**src/hdl/hyper_macros.svh**
```systemverilog
// ****************************
// Hyper DRAM mover widths and LSAB depth
// ****************************
`ifndef HYPER_MACROS_SVH
`define HYPER_MACROS_SVH

// LSAB word width
`define HYPER_WORD_W 32

// Word address and transfer count
`define HYPER_ADDR_W 12
`define HYPER_COUNT_W 6

// Tag latched with a marked word
`define HYPER_ANCILL_W 25

// Words per LSAB section, power of two
`define HYPER_LSAB_DEPTH 16

`endif

```
**src/hdl/lsab_pkg.sv**
```systemverilog
// ****************************
// LSAB push and section status types
// ****************************
`include "hyper_macros.svh"

package lsab_pkg;

	// Writer side, one push per cycle into one section
	typedef struct packed {
		logic push;
		logic [1:0] section;
		logic [`HYPER_WORD_W-1:0] data;
		logic mark;
		logic [`HYPER_ANCILL_W-1:0] ancill;
	} lsab_push_t;

	// Read side view of one section
	typedef struct packed {
		logic stop;
		logic intr;
		logic [`HYPER_ANCILL_W-1:0] ancill;
		logic [`HYPER_WORD_W-1:0] data;
	} lsab_status_t;

endpackage

```
**src/hdl/mcu_pkg.sv**
```systemverilog
// ****************************
// Mover command, result and DRAM collision port types
// ****************************
`include "hyper_macros.svh"

package mcu_pkg;

	typedef struct packed {
		logic [`HYPER_ADDR_W-1:0] start_addr;
		logic [`HYPER_COUNT_W-1:0] count;
		logic [1:0] section;
		logic [1:0] dram_sel;
	} move_cmd_t;

	typedef struct packed {
		logic [`HYPER_COUNT_W-1:0] count_sent;
		logic irq;
		logic abrupt_stop;
		logic [`HYPER_ANCILL_W-1:0] ancill;
	} move_result_t;

	// Word handed from the mover to the packer
	typedef struct packed {
		logic valid;
		logic [`HYPER_ADDR_W-1:0] addr;
		logic [`HYPER_WORD_W-1:0] data;
		logic last;
	} pop_word_t;

	// One 64-bit line on the collision write port
	typedef struct packed {
		logic [1:0] request;
		logic [`HYPER_ADDR_W-1:0] coll_addr;
		logic [3:0] we_array;
		logic [2*`HYPER_WORD_W-1:0] data;
	} mcu_write_t;

	typedef enum logic [1:0] {IDLE, MOVE, REPORT} mover_state_e;

endpackage

```
**src/hdl/hyper_coll_packer.sv**
```systemverilog
// ****************************
// Packs popped word pairs into 64-bit collision port lines
// ****************************
`timescale 1ns/100ps
`include "hyper_macros.svh"

module hyper_coll_packer (
	input logic CLK,
	input logic RST,
	input mcu_pkg::pop_word_t pop,
	input logic [1:0] dram_sel,
	output mcu_pkg::mcu_write_t mcu_wr
);
	logic pend_valid;
	logic [`HYPER_WORD_W-1:0] pend_data;
	logic [`HYPER_ADDR_W-1:0] pend_addr;
	logic emit;
	logic hold_even;
	logic [`HYPER_ADDR_W-1:0] emit_addr;
	logic [3:0] emit_we;
	logic [2*`HYPER_WORD_W-1:0] emit_data;
	logic [1:0] wr_req;
	logic [`HYPER_ADDR_W-1:0] wr_addr;
	logic [3:0] wr_we;
	logic [2*`HYPER_WORD_W-1:0] wr_data;

	// An even word waits for its odd partner unless it ends the transfer
	assign hold_even = pop.valid && !pop.addr[0] && !pop.last;

	always_comb
	begin
		emit = 1'b0;
		emit_addr = {pop.addr[`HYPER_ADDR_W-1:1], 1'b0};
		emit_we = 4'b0011;
		emit_data = {`HYPER_WORD_W'(0), pop.data};
		if (pop.valid && pop.addr[0])
		begin
			emit = 1'b1;
			emit_we = {2'b11, {2{pend_valid}}};
			emit_data = {pop.data, pend_data};
		end
		else if (pop.valid && pop.last)
			emit = 1'b1;
		else if (!pop.valid && pend_valid)
		begin
			// Transfer stopped early on an even word
			emit = 1'b1;
			emit_addr = pend_addr;
			emit_data = {`HYPER_WORD_W'(0), pend_data};
		end
	end

	always_ff @(posedge CLK)
	begin
		if (!RST)
		begin
			pend_valid <= 1'b0;
			wr_req <= '0;
		end
		else
		begin
			if (hold_even)
				pend_valid <= 1'b1;
			else if (emit)
				pend_valid <= 1'b0;
			wr_req <= emit ? dram_sel : 2'b00;
		end
	end

	always_ff @(posedge CLK)
	begin
		if (hold_even)
		begin
			pend_data <= pop.data;
			pend_addr <= pop.addr;
		end
		if (emit)
		begin
			wr_addr <= emit_addr;
			wr_we <= emit_we;
			wr_data <= emit_data;
		end
	end

	assign mcu_wr.request = wr_req;
	assign mcu_wr.coll_addr = wr_addr;
	assign mcu_wr.we_array = wr_we;
	assign mcu_wr.data = wr_data;

endmodule

```
**src/hdl/hyper_mvblck_todram.sv**
```systemverilog
// ****************************
// Block mover, pops LSAB words toward DRAM and reports the result
// ****************************
`timescale 1ns/100ps
`include "hyper_macros.svh"

module hyper_mvblck_todram (
	input logic CLK,
	input logic RST,
	input mcu_pkg::move_cmd_t cmd,
	input logic issue,
	input lsab_pkg::lsab_status_t [3:0] status,
	output logic lsab_read,
	output logic [1:0] lsab_section,
	output logic [1:0] dram_sel,
	output mcu_pkg::pop_word_t pop,
	output logic working,
	output logic done,
	output mcu_pkg::move_result_t result
);
	mcu_pkg::mover_state_e state;
	lsab_pkg::lsab_status_t sel_status;
	mcu_pkg::move_result_t result_q;

	logic [1:0] sec_q;
	logic [1:0] dram_sel_q;
	logic [`HYPER_COUNT_W-1:0] count_q;
	logic [`HYPER_COUNT_W-1:0] left;
	logic [`HYPER_ADDR_W-1:0] track_addr;
	logic words_left;

	assign sel_status = status[sec_q];
	assign words_left = (left != '0);

	// Pop the head word this cycle
	assign lsab_read = (state == mcu_pkg::MOVE) && words_left && !sel_status.stop;

	assign lsab_section = sec_q;
	assign dram_sel = dram_sel_q;

	assign pop.valid = lsab_read;
	assign pop.addr = track_addr;
	assign pop.data = sel_status.data;
	assign pop.last = (left == `HYPER_COUNT_W'(1));

	// ******************************
	// State machine
	// ******************************
	always_ff @(posedge CLK)
	begin
		if (!RST)
		begin
			state <= mcu_pkg::IDLE;
			sec_q <= '0;
			dram_sel_q <= '0;
			count_q <= '0;
			left <= '0;
		end
		else
		begin
			case (state)
				mcu_pkg::IDLE:
				begin
					if (issue)
					begin
						state <= mcu_pkg::MOVE;
						sec_q <= cmd.section;
						dram_sel_q <= cmd.dram_sel;
						count_q <= cmd.count;
						left <= cmd.count;
					end
				end
				mcu_pkg::MOVE:
				begin
					// A zero count falls through on the first cycle
					if (lsab_read)
						left <= left - 1'b1;
					else
						state <= mcu_pkg::REPORT;
				end
				default:
					state <= mcu_pkg::IDLE;
			endcase
		end
	end

	// Address tracking and the completion report
	always_ff @(posedge CLK)
	begin
		if (state == mcu_pkg::IDLE && issue)
			track_addr <= cmd.start_addr;
		else if (lsab_read)
			track_addr <= track_addr + 1'b1;

		if (state == mcu_pkg::MOVE && !lsab_read)
		begin
			result_q.count_sent <= count_q - left;
			result_q.abrupt_stop <= words_left;
			result_q.irq <= sel_status.intr;
			result_q.ancill <= sel_status.ancill;
		end
	end

	assign working = (state != mcu_pkg::IDLE);
	assign done = (state == mcu_pkg::REPORT);
	assign result = result_q;

endmodule

```
**src/hdl/hyper_todram_top.sv**
```systemverilog
// ****************************
// LSAB to DRAM block move, top level
// ****************************
`timescale 1ns/100ps

module hyper_todram_top (
	input logic CLK,
	input logic RST,
	input lsab_pkg::lsab_push_t lsab_push,
	input mcu_pkg::move_cmd_t cmd,
	input logic issue,
	output logic working,
	output logic done,
	output mcu_pkg::move_result_t result,
	output mcu_pkg::mcu_write_t mcu_wr
);
	lsab_pkg::lsab_status_t [3:0] status;
	mcu_pkg::pop_word_t pop;
	logic lsab_read;
	logic [1:0] lsab_section;
	logic [1:0] dram_sel;

	lsab_cr lsab_cr_inst (
		.CLK(CLK),
		.RST(RST),
		.lsab_push(lsab_push),
		.lsab_read(lsab_read),
		.lsab_section(lsab_section),
		.status(status)
	);

	hyper_mvblck_todram hyper_mvblck_todram_inst (
		.CLK(CLK),
		.RST(RST),
		.cmd(cmd),
		.issue(issue),
		.status(status),
		.lsab_read(lsab_read),
		.lsab_section(lsab_section),
		.dram_sel(dram_sel),
		.pop(pop),
		.working(working),
		.done(done),
		.result(result)
	);

	// Lines go out on the collision port
	hyper_coll_packer hyper_coll_packer_inst (
		.CLK(CLK),
		.RST(RST),
		.pop(pop),
		.dram_sel(dram_sel),
		.mcu_wr(mcu_wr)
	);

endmodule

```
**src/hdl/lsab_cr.sv**
```systemverilog
// ****************************
// Four LSAB sections with push routing and read select
// ****************************
`timescale 1ns/100ps
`include "hyper_macros.svh"

module lsab_cr (
	input logic CLK,
	input logic RST,
	input lsab_pkg::lsab_push_t lsab_push,
	input logic lsab_read,
	input logic [1:0] lsab_section,
	output lsab_pkg::lsab_status_t [3:0] status
);
	logic [3:0] push_sel;
	logic [3:0] pop_sel;

	// ******************************
	// Strobe decode
	// ******************************
	always_comb
	begin
		push_sel = '0;
		pop_sel = '0;
		push_sel[lsab_push.section] = lsab_push.push;
		pop_sel[lsab_section] = lsab_read;
	end

	// ******************************
	// Sections
	// ******************************
	for (genvar i = 0; i < 4; i++)
	begin : g_section
		lsab_section #(
			.DEPTH(`HYPER_LSAB_DEPTH)
		) lsab_section_inst (
			.CLK(CLK),
			.RST(RST),
			.push(push_sel[i]),
			.push_data(lsab_push.data),
			.push_mark(lsab_push.mark),
			.push_ancill(lsab_push.ancill),
			.pop(pop_sel[i]),
			.status(status[i])
		);
	end

endmodule

```
**src/hdl/lsab_section.sv**
```systemverilog
// ****************************
// One LSAB section, a fall-through FIFO with mark count and tag
// ****************************
`timescale 1ns/100ps
`include "hyper_macros.svh"

module lsab_section #(
	parameter int DEPTH = `HYPER_LSAB_DEPTH
) (
	input logic CLK,
	input logic RST,
	input logic push,
	input logic [`HYPER_WORD_W-1:0] push_data,
	input logic push_mark,
	input logic [`HYPER_ANCILL_W-1:0] push_ancill,
	input logic pop,
	output lsab_pkg::lsab_status_t status
);
	localparam int PTR_W = $clog2(DEPTH);

	logic [`HYPER_WORD_W-1:0] mem_data [DEPTH];
	logic mem_mark [DEPTH];
	logic [PTR_W-1:0] wr_ptr;
	logic [PTR_W-1:0] rd_ptr;
	logic [PTR_W:0] count;
	logic [PTR_W:0] mark_cnt;
	logic [`HYPER_ANCILL_W-1:0] ancill;
	logic do_push;
	logic do_pop;
	logic mark_in;
	logic mark_out;

	// Full pushes and empty pops are ignored
	assign do_push = push && (count != (PTR_W+1)'(DEPTH));
	assign do_pop = pop && (count != '0);
	assign mark_in = do_push && push_mark;
	assign mark_out = do_pop && mem_mark[rd_ptr];

	always_ff @(posedge CLK)
	begin
		if (do_push)
		begin
			mem_data[wr_ptr] <= push_data;
			mem_mark[wr_ptr] <= push_mark;
		end
	end

	always_ff @(posedge CLK)
	begin
		if (!RST)
		begin
			wr_ptr <= '0;
			rd_ptr <= '0;
			count <= '0;
			mark_cnt <= '0;
			ancill <= '0;
		end
		else
		begin
			if (do_push)
				wr_ptr <= wr_ptr + 1'b1;
			if (do_pop)
				rd_ptr <= rd_ptr + 1'b1;
			count <= count + (PTR_W+1)'(do_push) - (PTR_W+1)'(do_pop);
			mark_cnt <= mark_cnt + (PTR_W+1)'(mark_in) - (PTR_W+1)'(mark_out);
			// Last marked push wins
			if (mark_in)
				ancill <= push_ancill;
		end
	end

	assign status.stop = (count == '0);
	assign status.intr = (mark_cnt != '0);
	assign status.ancill = ancill;
	assign status.data = mem_data[rd_ptr];

endmodule

```
**config.mk**
```make
export PLATFORM = sky130hd
export DESIGN_NAME = hyper_todram_top
export DESIGN_NICKNAME = d
export VERILOG_FILES = /design/src/hdl/lsab_pkg.sv /design/src/hdl/mcu_pkg.sv /design/src/hdl/hyper_coll_packer.sv /design/src/hdl/hyper_mvblck_todram.sv /design/src/hdl/hyper_todram_top.sv /design/src/hdl/lsab_cr.sv /design/src/hdl/lsab_section.sv
export VERILOG_INCLUDE_DIRS = /design/src /design/src/hdl
export SDC_FILE = /design/constraint.sdc
export NUM_CORES = 2
export LEC_CHECK = 0
export BUFFER_PORTS_ARGS = -buffer_cell sky130_fd_sc_hd__buf_4
export CAP_MARGIN = 20
export CELL_PAD_IN_SITES_DETAIL_PLACEMENT = 2
export CELL_PAD_IN_SITES_GLOBAL_PLACEMENT = 2
export CORE_MARGIN = 5
export CORE_UTILIZATION = 30
export DETAILED_ROUTE_END_ITERATION = 8
export PLACE_DENSITY = 0.49
export SLEW_MARGIN = 20
export SYNTH_ARGS = -nofsm -noshare
export SYNTH_HDL_FRONTEND = slang
export SYNTH_HIERARCHICAL = 1
export SYNTH_SLANG_ARGS = --single-unit
export TNS_END_PERCENT = 30
```
**constraint.sdc**
```tcl
create_clock -name CLK -period 13.84 [get_ports CLK]
set_clock_uncertainty 0.05 [all_clocks]
set_input_delay 2.076 -clock CLK [delete_from_list [all_inputs] [get_ports CLK]]
set_output_delay 2.076 -clock CLK [all_outputs]
set_load 0.01 [all_outputs]
```
# After elaboration in Yosys (flattened, before gate mapping)
# Memory sizes are Yosys's and may differ from the RTL's. A register that Yosys moved wholly into a read port is not among the register bits.
# Cells that the tools add are included.
# Widths: inputs -> output; s select.
dict set report op_classes {
  n_addsub 27
  n_lt_le_gt_ge 4
  n_eq_ne 10
  n_mux 50
  bitwise_logic 3
  n_reduce_logical 54
}
# cell count
set ops {}
lappend ops {{$mux 64} 2}
lappend ops {{$bmux 59 s2} 1}
lappend ops {{$mux 4} 17}
lappend ops {{$mux 12} 5}
lappend ops {{$mux 59} 1}
lappend ops {{$add 5x1->5} 8}
lappend ops {{$reduce_bool 5->1} 8}
lappend ops {{$sub 5x1->5} 8}
lappend ops {{$add 4x1->4 const B} 8}
lappend ops {{$mux 32} 1}
lappend ops {{$logic_and 1x1->1} 27}
lappend ops {{$logic_not 5->1} 4}
lappend ops {{$ne 5x5->1 const B} 4}
lappend ops {{$mux 1} 15}
lappend ops {{$add 12x1->12 const B} 1}
lappend ops {{$mux 6} 2}
lappend ops {{$pmux 6 s2} 1}
lappend ops {{$and 4x4->4} 2}
lappend ops {{$reduce_bool 2->1} 4}
lappend ops {{$eq 6x1->1 const B} 1}
lappend ops {{$lt 2x3->1 const B} 2}
lappend ops {{$ne 2x2->1 const B} 3}
lappend ops {{$reduce_and 2->1} 3}
lappend ops {{$reduce_bool 6->1} 1}
lappend ops {{other kinds (13)} 19}
dict set report word_totals {
  reg_bits 361
  ramBits 2112
  inputBits 86
  output_inout_bits 117
  wordCells 195
  n_memories 8
}
# memory depth width rd rd_ports_with_merged_regs write_ports line
set mem_list {}
lappend mem_list {{lsab_cr_inst.g_section[0].lsab_section_inst.mem_data} 16 32 1 1 1 lsab_section.sv:21} ;# logic [`HYPER_WORD_W-1:0] mem_data [DEPTH];
lappend mem_list {{lsab_cr_inst.g_section[1].lsab_section_inst.mem_data} 16 32 1 1 1 lsab_section.sv:21}
lappend mem_list {{lsab_cr_inst.g_section[2].lsab_section_inst.mem_data} 16 32 1 1 1 lsab_section.sv:21}
lappend mem_list {{lsab_cr_inst.g_section[3].lsab_section_inst.mem_data} 16 32 1 1 1 lsab_section.sv:21}
lappend mem_list {{lsab_cr_inst.g_section[0].lsab_section_inst.mem_mark} 16 1 1 1 1 lsab_section.sv:22} ;# logic mem_mark [DEPTH];
lappend mem_list {{lsab_cr_inst.g_section[1].lsab_section_inst.mem_mark} 16 1 1 1 1 lsab_section.sv:22}
lappend mem_list {{2 more memories} n/a n/a n/a n/a n/a n/a}

# Logic depth before layout (Yosys ltp)
dict set report depth {
  ltp_word 12
  depth_mapped 21
  mapped_depth_nobuf 21
}

# By module
# The synthesis kept the hierarchy.
# mod instances cells_each area_per_inst_um2 seq_area_each_um2
set by_module_without_submodules {}
lappend by_module_without_submodules {lsab_section 4 1041 21863.5 16796.1}
lappend by_module_without_submodules {hyper_coll_packer 1 227 4707.0 3723.6}
lappend by_module_without_submodules {hyper_mvblck_todram 1 346 4390.5 1711.6}
lappend by_module_without_submodules {lsab_cr 1 8 75.1 0.0}

# Worst setup path after synthesis
# Ideal clock, no wire load.
dict set report synth_timing {
  kind {register -> register}
  start {register lsab_cr_inst.g_section[3].lsab_section_inst.count[2]}
  end {register hyper_coll_packer_inst.wr_addr[0], enable pin}
  setup_time_ns 1.000
  t_arrival_ns 9.153
  required_time_ns 12.790
  slack_ns 3.638
  path_stages_with_launch 12
  n_path_buf 2
  period_less_slack_ns 10.202
  cell_sequence {dfxtp_1 -> inv_1 -> ha_1 -> or4b_1 -> inv_1 -> mux2_2 -> o22a_2 -> nor2_1 -> buf_4 -> buf_6 -> nor3b_1 -> nor2_1}
}
# element line
set synth_lines {}
lappend synth_lines {{from (decl)} lsab_section.sv:25} ;# logic [PTR_W:0] count;
lappend synth_lines {{from (signal assigned)} lsab_section.sv:64} ;# count <= count + (PTR_W+1)'(do_push) - (PTR_W+1)'(do_pop);
lappend synth_lines {{to (signal assigned)} hyper_coll_packer.sv:79} ;# wr_addr <= emit_addr;
lappend synth_lines {{to (decl)} hyper_coll_packer.sv:23} ;# logic [`HYPER_ADDR_W-1:0] wr_addr;

# Final worst setup path
dict set report layout_timing {
  start {register hyper_mvblck_todram_inst.sec_q[0] (netlist: hyper_mvblck_todram_inst/lsab_section[0])}
  end {register lsab_cr_inst.g_section[3].lsab_section_inst.mark_cnt[4]}
}
dict set report layout_via {
  elab_chain_cells 8
  word_cells_on_any_way 13
  classes_between {add/sub (1); order compare (2); mux (4); bitwise (1); reduce/logical (5)}
}
# element line
set layout_rtl {}
lappend layout_rtl {{from (decl)} hyper_mvblck_todram.sv:25} ;# logic [1:0] sec_q;
lappend layout_rtl {{from (signal assigned)} hyper_mvblck_todram.sv:67} ;# sec_q <= cmd.section;
lappend layout_rtl {{$bmux 59 s2} hyper_mvblck_todram.sv:32} ;# assign sel_status = status[sec_q];
lappend layout_rtl {{$mux 59 (not written as such)} hyper_mvblck_todram.sv:32}
lappend layout_rtl {{$logic_not 1->1} hyper_mvblck_todram.sv:36} ;# assign lsab_read = (state == mcu_pkg::MOVE) && words_left && !sel_status.stop;
lappend layout_rtl {{$logic_and 1x1->1} hyper_mvblck_todram.sv:36}
lappend layout_rtl {{net lsab_read} hyper_todram_top.sv:19} ;# logic lsab_read;
lappend layout_rtl {{$and 4x4->4 (no line)} n/a}
lappend layout_rtl {{net lsab_cr_inst.pop_sel[3]} lsab_cr.sv:16} ;# logic [3:0] pop_sel;
lappend layout_rtl {{$logic_and 1x1->1} lsab_section.sv:35} ;# assign do_pop = pop && (count != '0);
lappend layout_rtl {{$logic_and 1x1->1} lsab_section.sv:37} ;# assign mark_out = do_pop && mem_mark[rd_ptr];
lappend layout_rtl {{$sub 5x1->5} lsab_section.sv:65} ;# mark_cnt <= mark_cnt + (PTR_W+1)'(mark_in) - (PTR_W+1)'(mark_out);
lappend layout_rtl {{to (signal assigned)} lsab_section.sv:65}
lappend layout_rtl {{to (decl)} lsab_section.sv:26} ;# logic [PTR_W:0] mark_cnt;
# The timed path passes the listed nets, and every way through them passes these cells. The select of a mux whose other input is x is not followed.
# A chain may end at the register's enable or synchronous reset.

==> results.cfg <==
[timing]
final.setup.tns_ps = 0
worstMarginPinSlew_ps = 1060
fmax_ghz = 0.182
hold_viol = 0
slew_headroom = 0.297
fin_crit_sh = 0.397
grt_setup_unrepaired = no
setup_viol = 0
slew_viol_final = 0
finalWorstSetupSlack_ps = 8350
min_period_ps = 5490

[synth]
synth_warnings = 6
postSynthCellCount = 4745
synth_top_cell_area_share = 0.708
ys_types = 62
yosysTopAreaCell = edfxtp_1
ys_seq_area_frac = 0.752
syn_area_per_cell_um2 = 20.4
synth_fp_nets = 4917
synth_top_flop_cell = edfxtp_1
synth_seq_cells = 2488
synthesis.area_um2 = 96600
synth-async-reset-ratio = 0
synth_edf_count = 2279
synth_area_leaders = edfxtp_1, mux4_2, dfxtp_1, a22oi_1, mux2i_1

[routing]
dr.pass1.iters = 5
routed_wl_um = 308000
vias = 48400
route.detailed.drc = 0
wl_met2_um = 152000
wl_met1_um = 135000
ant_nets = 0
wl_met3_um = 15400
wl_per_cell_um = 32.0
avgViaCountPerCell = 5.04
routed.top_layer = met5
drt-initial-drc-count = 4151

[setup_path]
cp.arrival_ps = 6180
worst_ep_required_time_ps = 14530
cp-start-kind = flop
crit_chain = buf_4 -> mux2_2 -> o22a_2 -> nor2_4 -> and3_2 -> nand2_1 -> o41ai_1 -> ha_1 -> inv_1 -> ha_1 -> inv_1 -> fa_1 -> nand2b_1 -> a21oi_1 -> o21ai_0 -> nor3b_1
critPathMaxStageDelay_ps = 640
crit_type = reg -> reg
endpoint_kind = flop
crit_slowest_cell = o41ai_1
critPathMaxFanout = 21

[clock_network]
cts_hold_buf = 0
cts_setup_buffers = 0
clkSlewWorstSetupHoldPaths_ps = 70
cts_resized = 0
clockBufferDepth = 4
cts_tree = yes
numCtsBuffers = 292
clock_latency_ps = 880
root_buffer = clkbuf_16
clkSinkCount = 2488
htree_levels = 5

[floorplan]
die_w_um = 578
num_rows = 208
dieArea_um2 = 334000
die_y_um = 578
fp.coreArea_um2 = 321000
start_util = 0.301
ios = 203

[outcome]
outcome = complete, no violations

[place]
placed_area_um2 = 103000
port_buffers = 202
place_ws_ps = 8060
dp.cells = 9078
hpwl_um = 175000
place_congestion = 0.724

[cells_and_area]
final_common_cell = edfxtp_1
final_cell_mix = edfxtp_1, mux4_2, buf_4, clkbuf_16, a22oi_1
drive_gt1_frac = 0.270
finalInstanceArea_um2 = 112000
final_cell_count_no_fill = 9604
num-nets-final = 5239
area_growth_syn_to_layout_pct = 16.2

[global_routing]
grt_pass1_vias = 52900
grt_max_degree = 84
track_usage = 0.182
grt.overflow.total = 0
antenna_found_initial = 26
grt_pass1_wl_um = 429000

[job]
maxCapViolations = 0

[power]
p_total_mw = 16.6
leakagePower_nw = 34.8
vdd_drop_max_v = 0.0000777
power_density_nw_per_um2 = 148

[worst_hold_path]
hold_path_class = reg -> reg
-- layout make-up --
type	count	area, µm²
fillers	31000	209000
flip-flops and latches	2488	72700
multi-input cells	1876	22600
clock buffers	386	7840
well taps	4305	5390
repair buffers	318	2440
clock inverters	126	958
inverters	91	342
diodes	14	35.0
-- worst max-delay path: cells and delay by family, from the launching register on --
kind | cells | cell delay (ps)
AND/OR/NAND/NOR | 5 | 1380
adder cells (fa/ha/maj) | 3 | 920
AO/OA/AOI/OAI | 4 | 1280
flip-flops | 1 | 540
multiplexers | 1 | 480
buffers and inverters | 3 | 600
-- path summary, 6_finish.rpt --
| path | from | to | slack, ps | cells after the start |
|---|---|---|---|---|
| setup / recovery | hyper_mvblck_todram_inst/lsab_section[0] | flop | 8350 | 16 |
| hold reg to reg | hyper_mvblck_todram_inst/count_q[0] | hyper_mvblck_todram_inst/count_q[0] | 410 | 2 |
| setup reg to reg | hyper_mvblck_todram_inst/lsab_section[0] | flop | 8350 | 16 |
| hold / removal | hyper_mvblck_todram_inst/count_q[0] | hyper_mvblck_todram_inst/count_q[0] | 410 | 2 |
-- flip-flops by register name, summed over array words and instances (netlist names), named ones only --
name,cells
hyper_mvblck_todram_inst/dram_sel,2
hyper_coll_packer_inst/pend_data,32
lsab_cr_inst/g_section.lsab_section_inst/mem_data,2048
hyper_mvblck_todram_inst/track_addr,12
lsab_cr_inst/g_section.lsab_section_inst/mark_cnt,20
lsab_cr_inst/g_section.lsab_section_inst/mem_mark,64
hyper_coll_packer_inst/pend_valid,1
hyper_coll_packer_inst/wr_data,64
lsab_cr_inst/g_section.lsab_section_inst/wr_ptr,16
hyper_coll_packer_inst/wr_req,2
hyper_mvblck_todram_inst/left,6
lsab_cr_inst/g_section.lsab_section_inst/count,20
lsab_cr_inst/g_section.lsab_section_inst/rd_ptr,16
hyper_mvblck_todram_inst/lsab_section,2
hyper_coll_packer_inst/pend_addr,12
lsab_cr_inst/g_section.lsab_section_inst/ancill,100
hyper_mvblck_todram_inst/result,33
hyper_coll_packer_inst/wr_we,2
hyper_mvblck_todram_inst/state,2
hyper_coll_packer_inst/wr_addr,12
hyper_mvblck_todram_inst/count_q,6
-- routing by layer --
| metal | vias up | GRT usage |
|---|---|---|
| li1 | 20000 | - |
| met1 | 27000 | 0.249 |
| met5 | - | 0 |
| met2 | 1105 | 0.308 |
| met4 | 2 | 0.0317 |
| met3 | 358 | 0.0311 |
-- synth_stat cells, drive strengths merged, types with 4 or more instances --
library cell,instances
a2111oi,4
a21o,9
a21oi,38
a22oi,256
and2,24
and3,49
and3b,4
buf,164
clkbuf,126
dfxtp,209
edfxtp,2279
fa,9
ha,77
inv,90
mux2,49
mux2i,115
mux4,578
nand2,206
nand2b,15
nand3,40
nand3b,9
nand4,4
nand4bb,4
nor2,214
nor2b,14
nor3,30
nor3b,8
o21ai,14
o21bai,4
o41ai,4
or4b,8
xnor2,38
xor2,27
-- logic make-up after synthesis --
logic type,after synthesis,share of synthesized area
buf+inv,381,0.0207
simple gates,637,0.0306
fa+ha+maj,86,0.0118
xor+xnor,65,0.00589
compound gates,346,0.0257
flops,2488,0.752
mux,742,0.154
-- stage by stage --
stage           util  hold slack, ps
3_5_place_dp   0.322             409
3_3_place_gp   0.322             395
2_1_floorplan      -             371
4_1_cts        0.350             418
5_1_grt        0.350             442
6_report       0.350             413
-- power by group --
part	total, mW	switching [mW]	internal, mW
sequential	8.42	0.0772	8.34
combinational	0.874	0.566	0.308
clock	7.28	3.11	4.17
total	16.6	3.75	12.8
No activity file was read; power rests on OpenSTA's default activity.
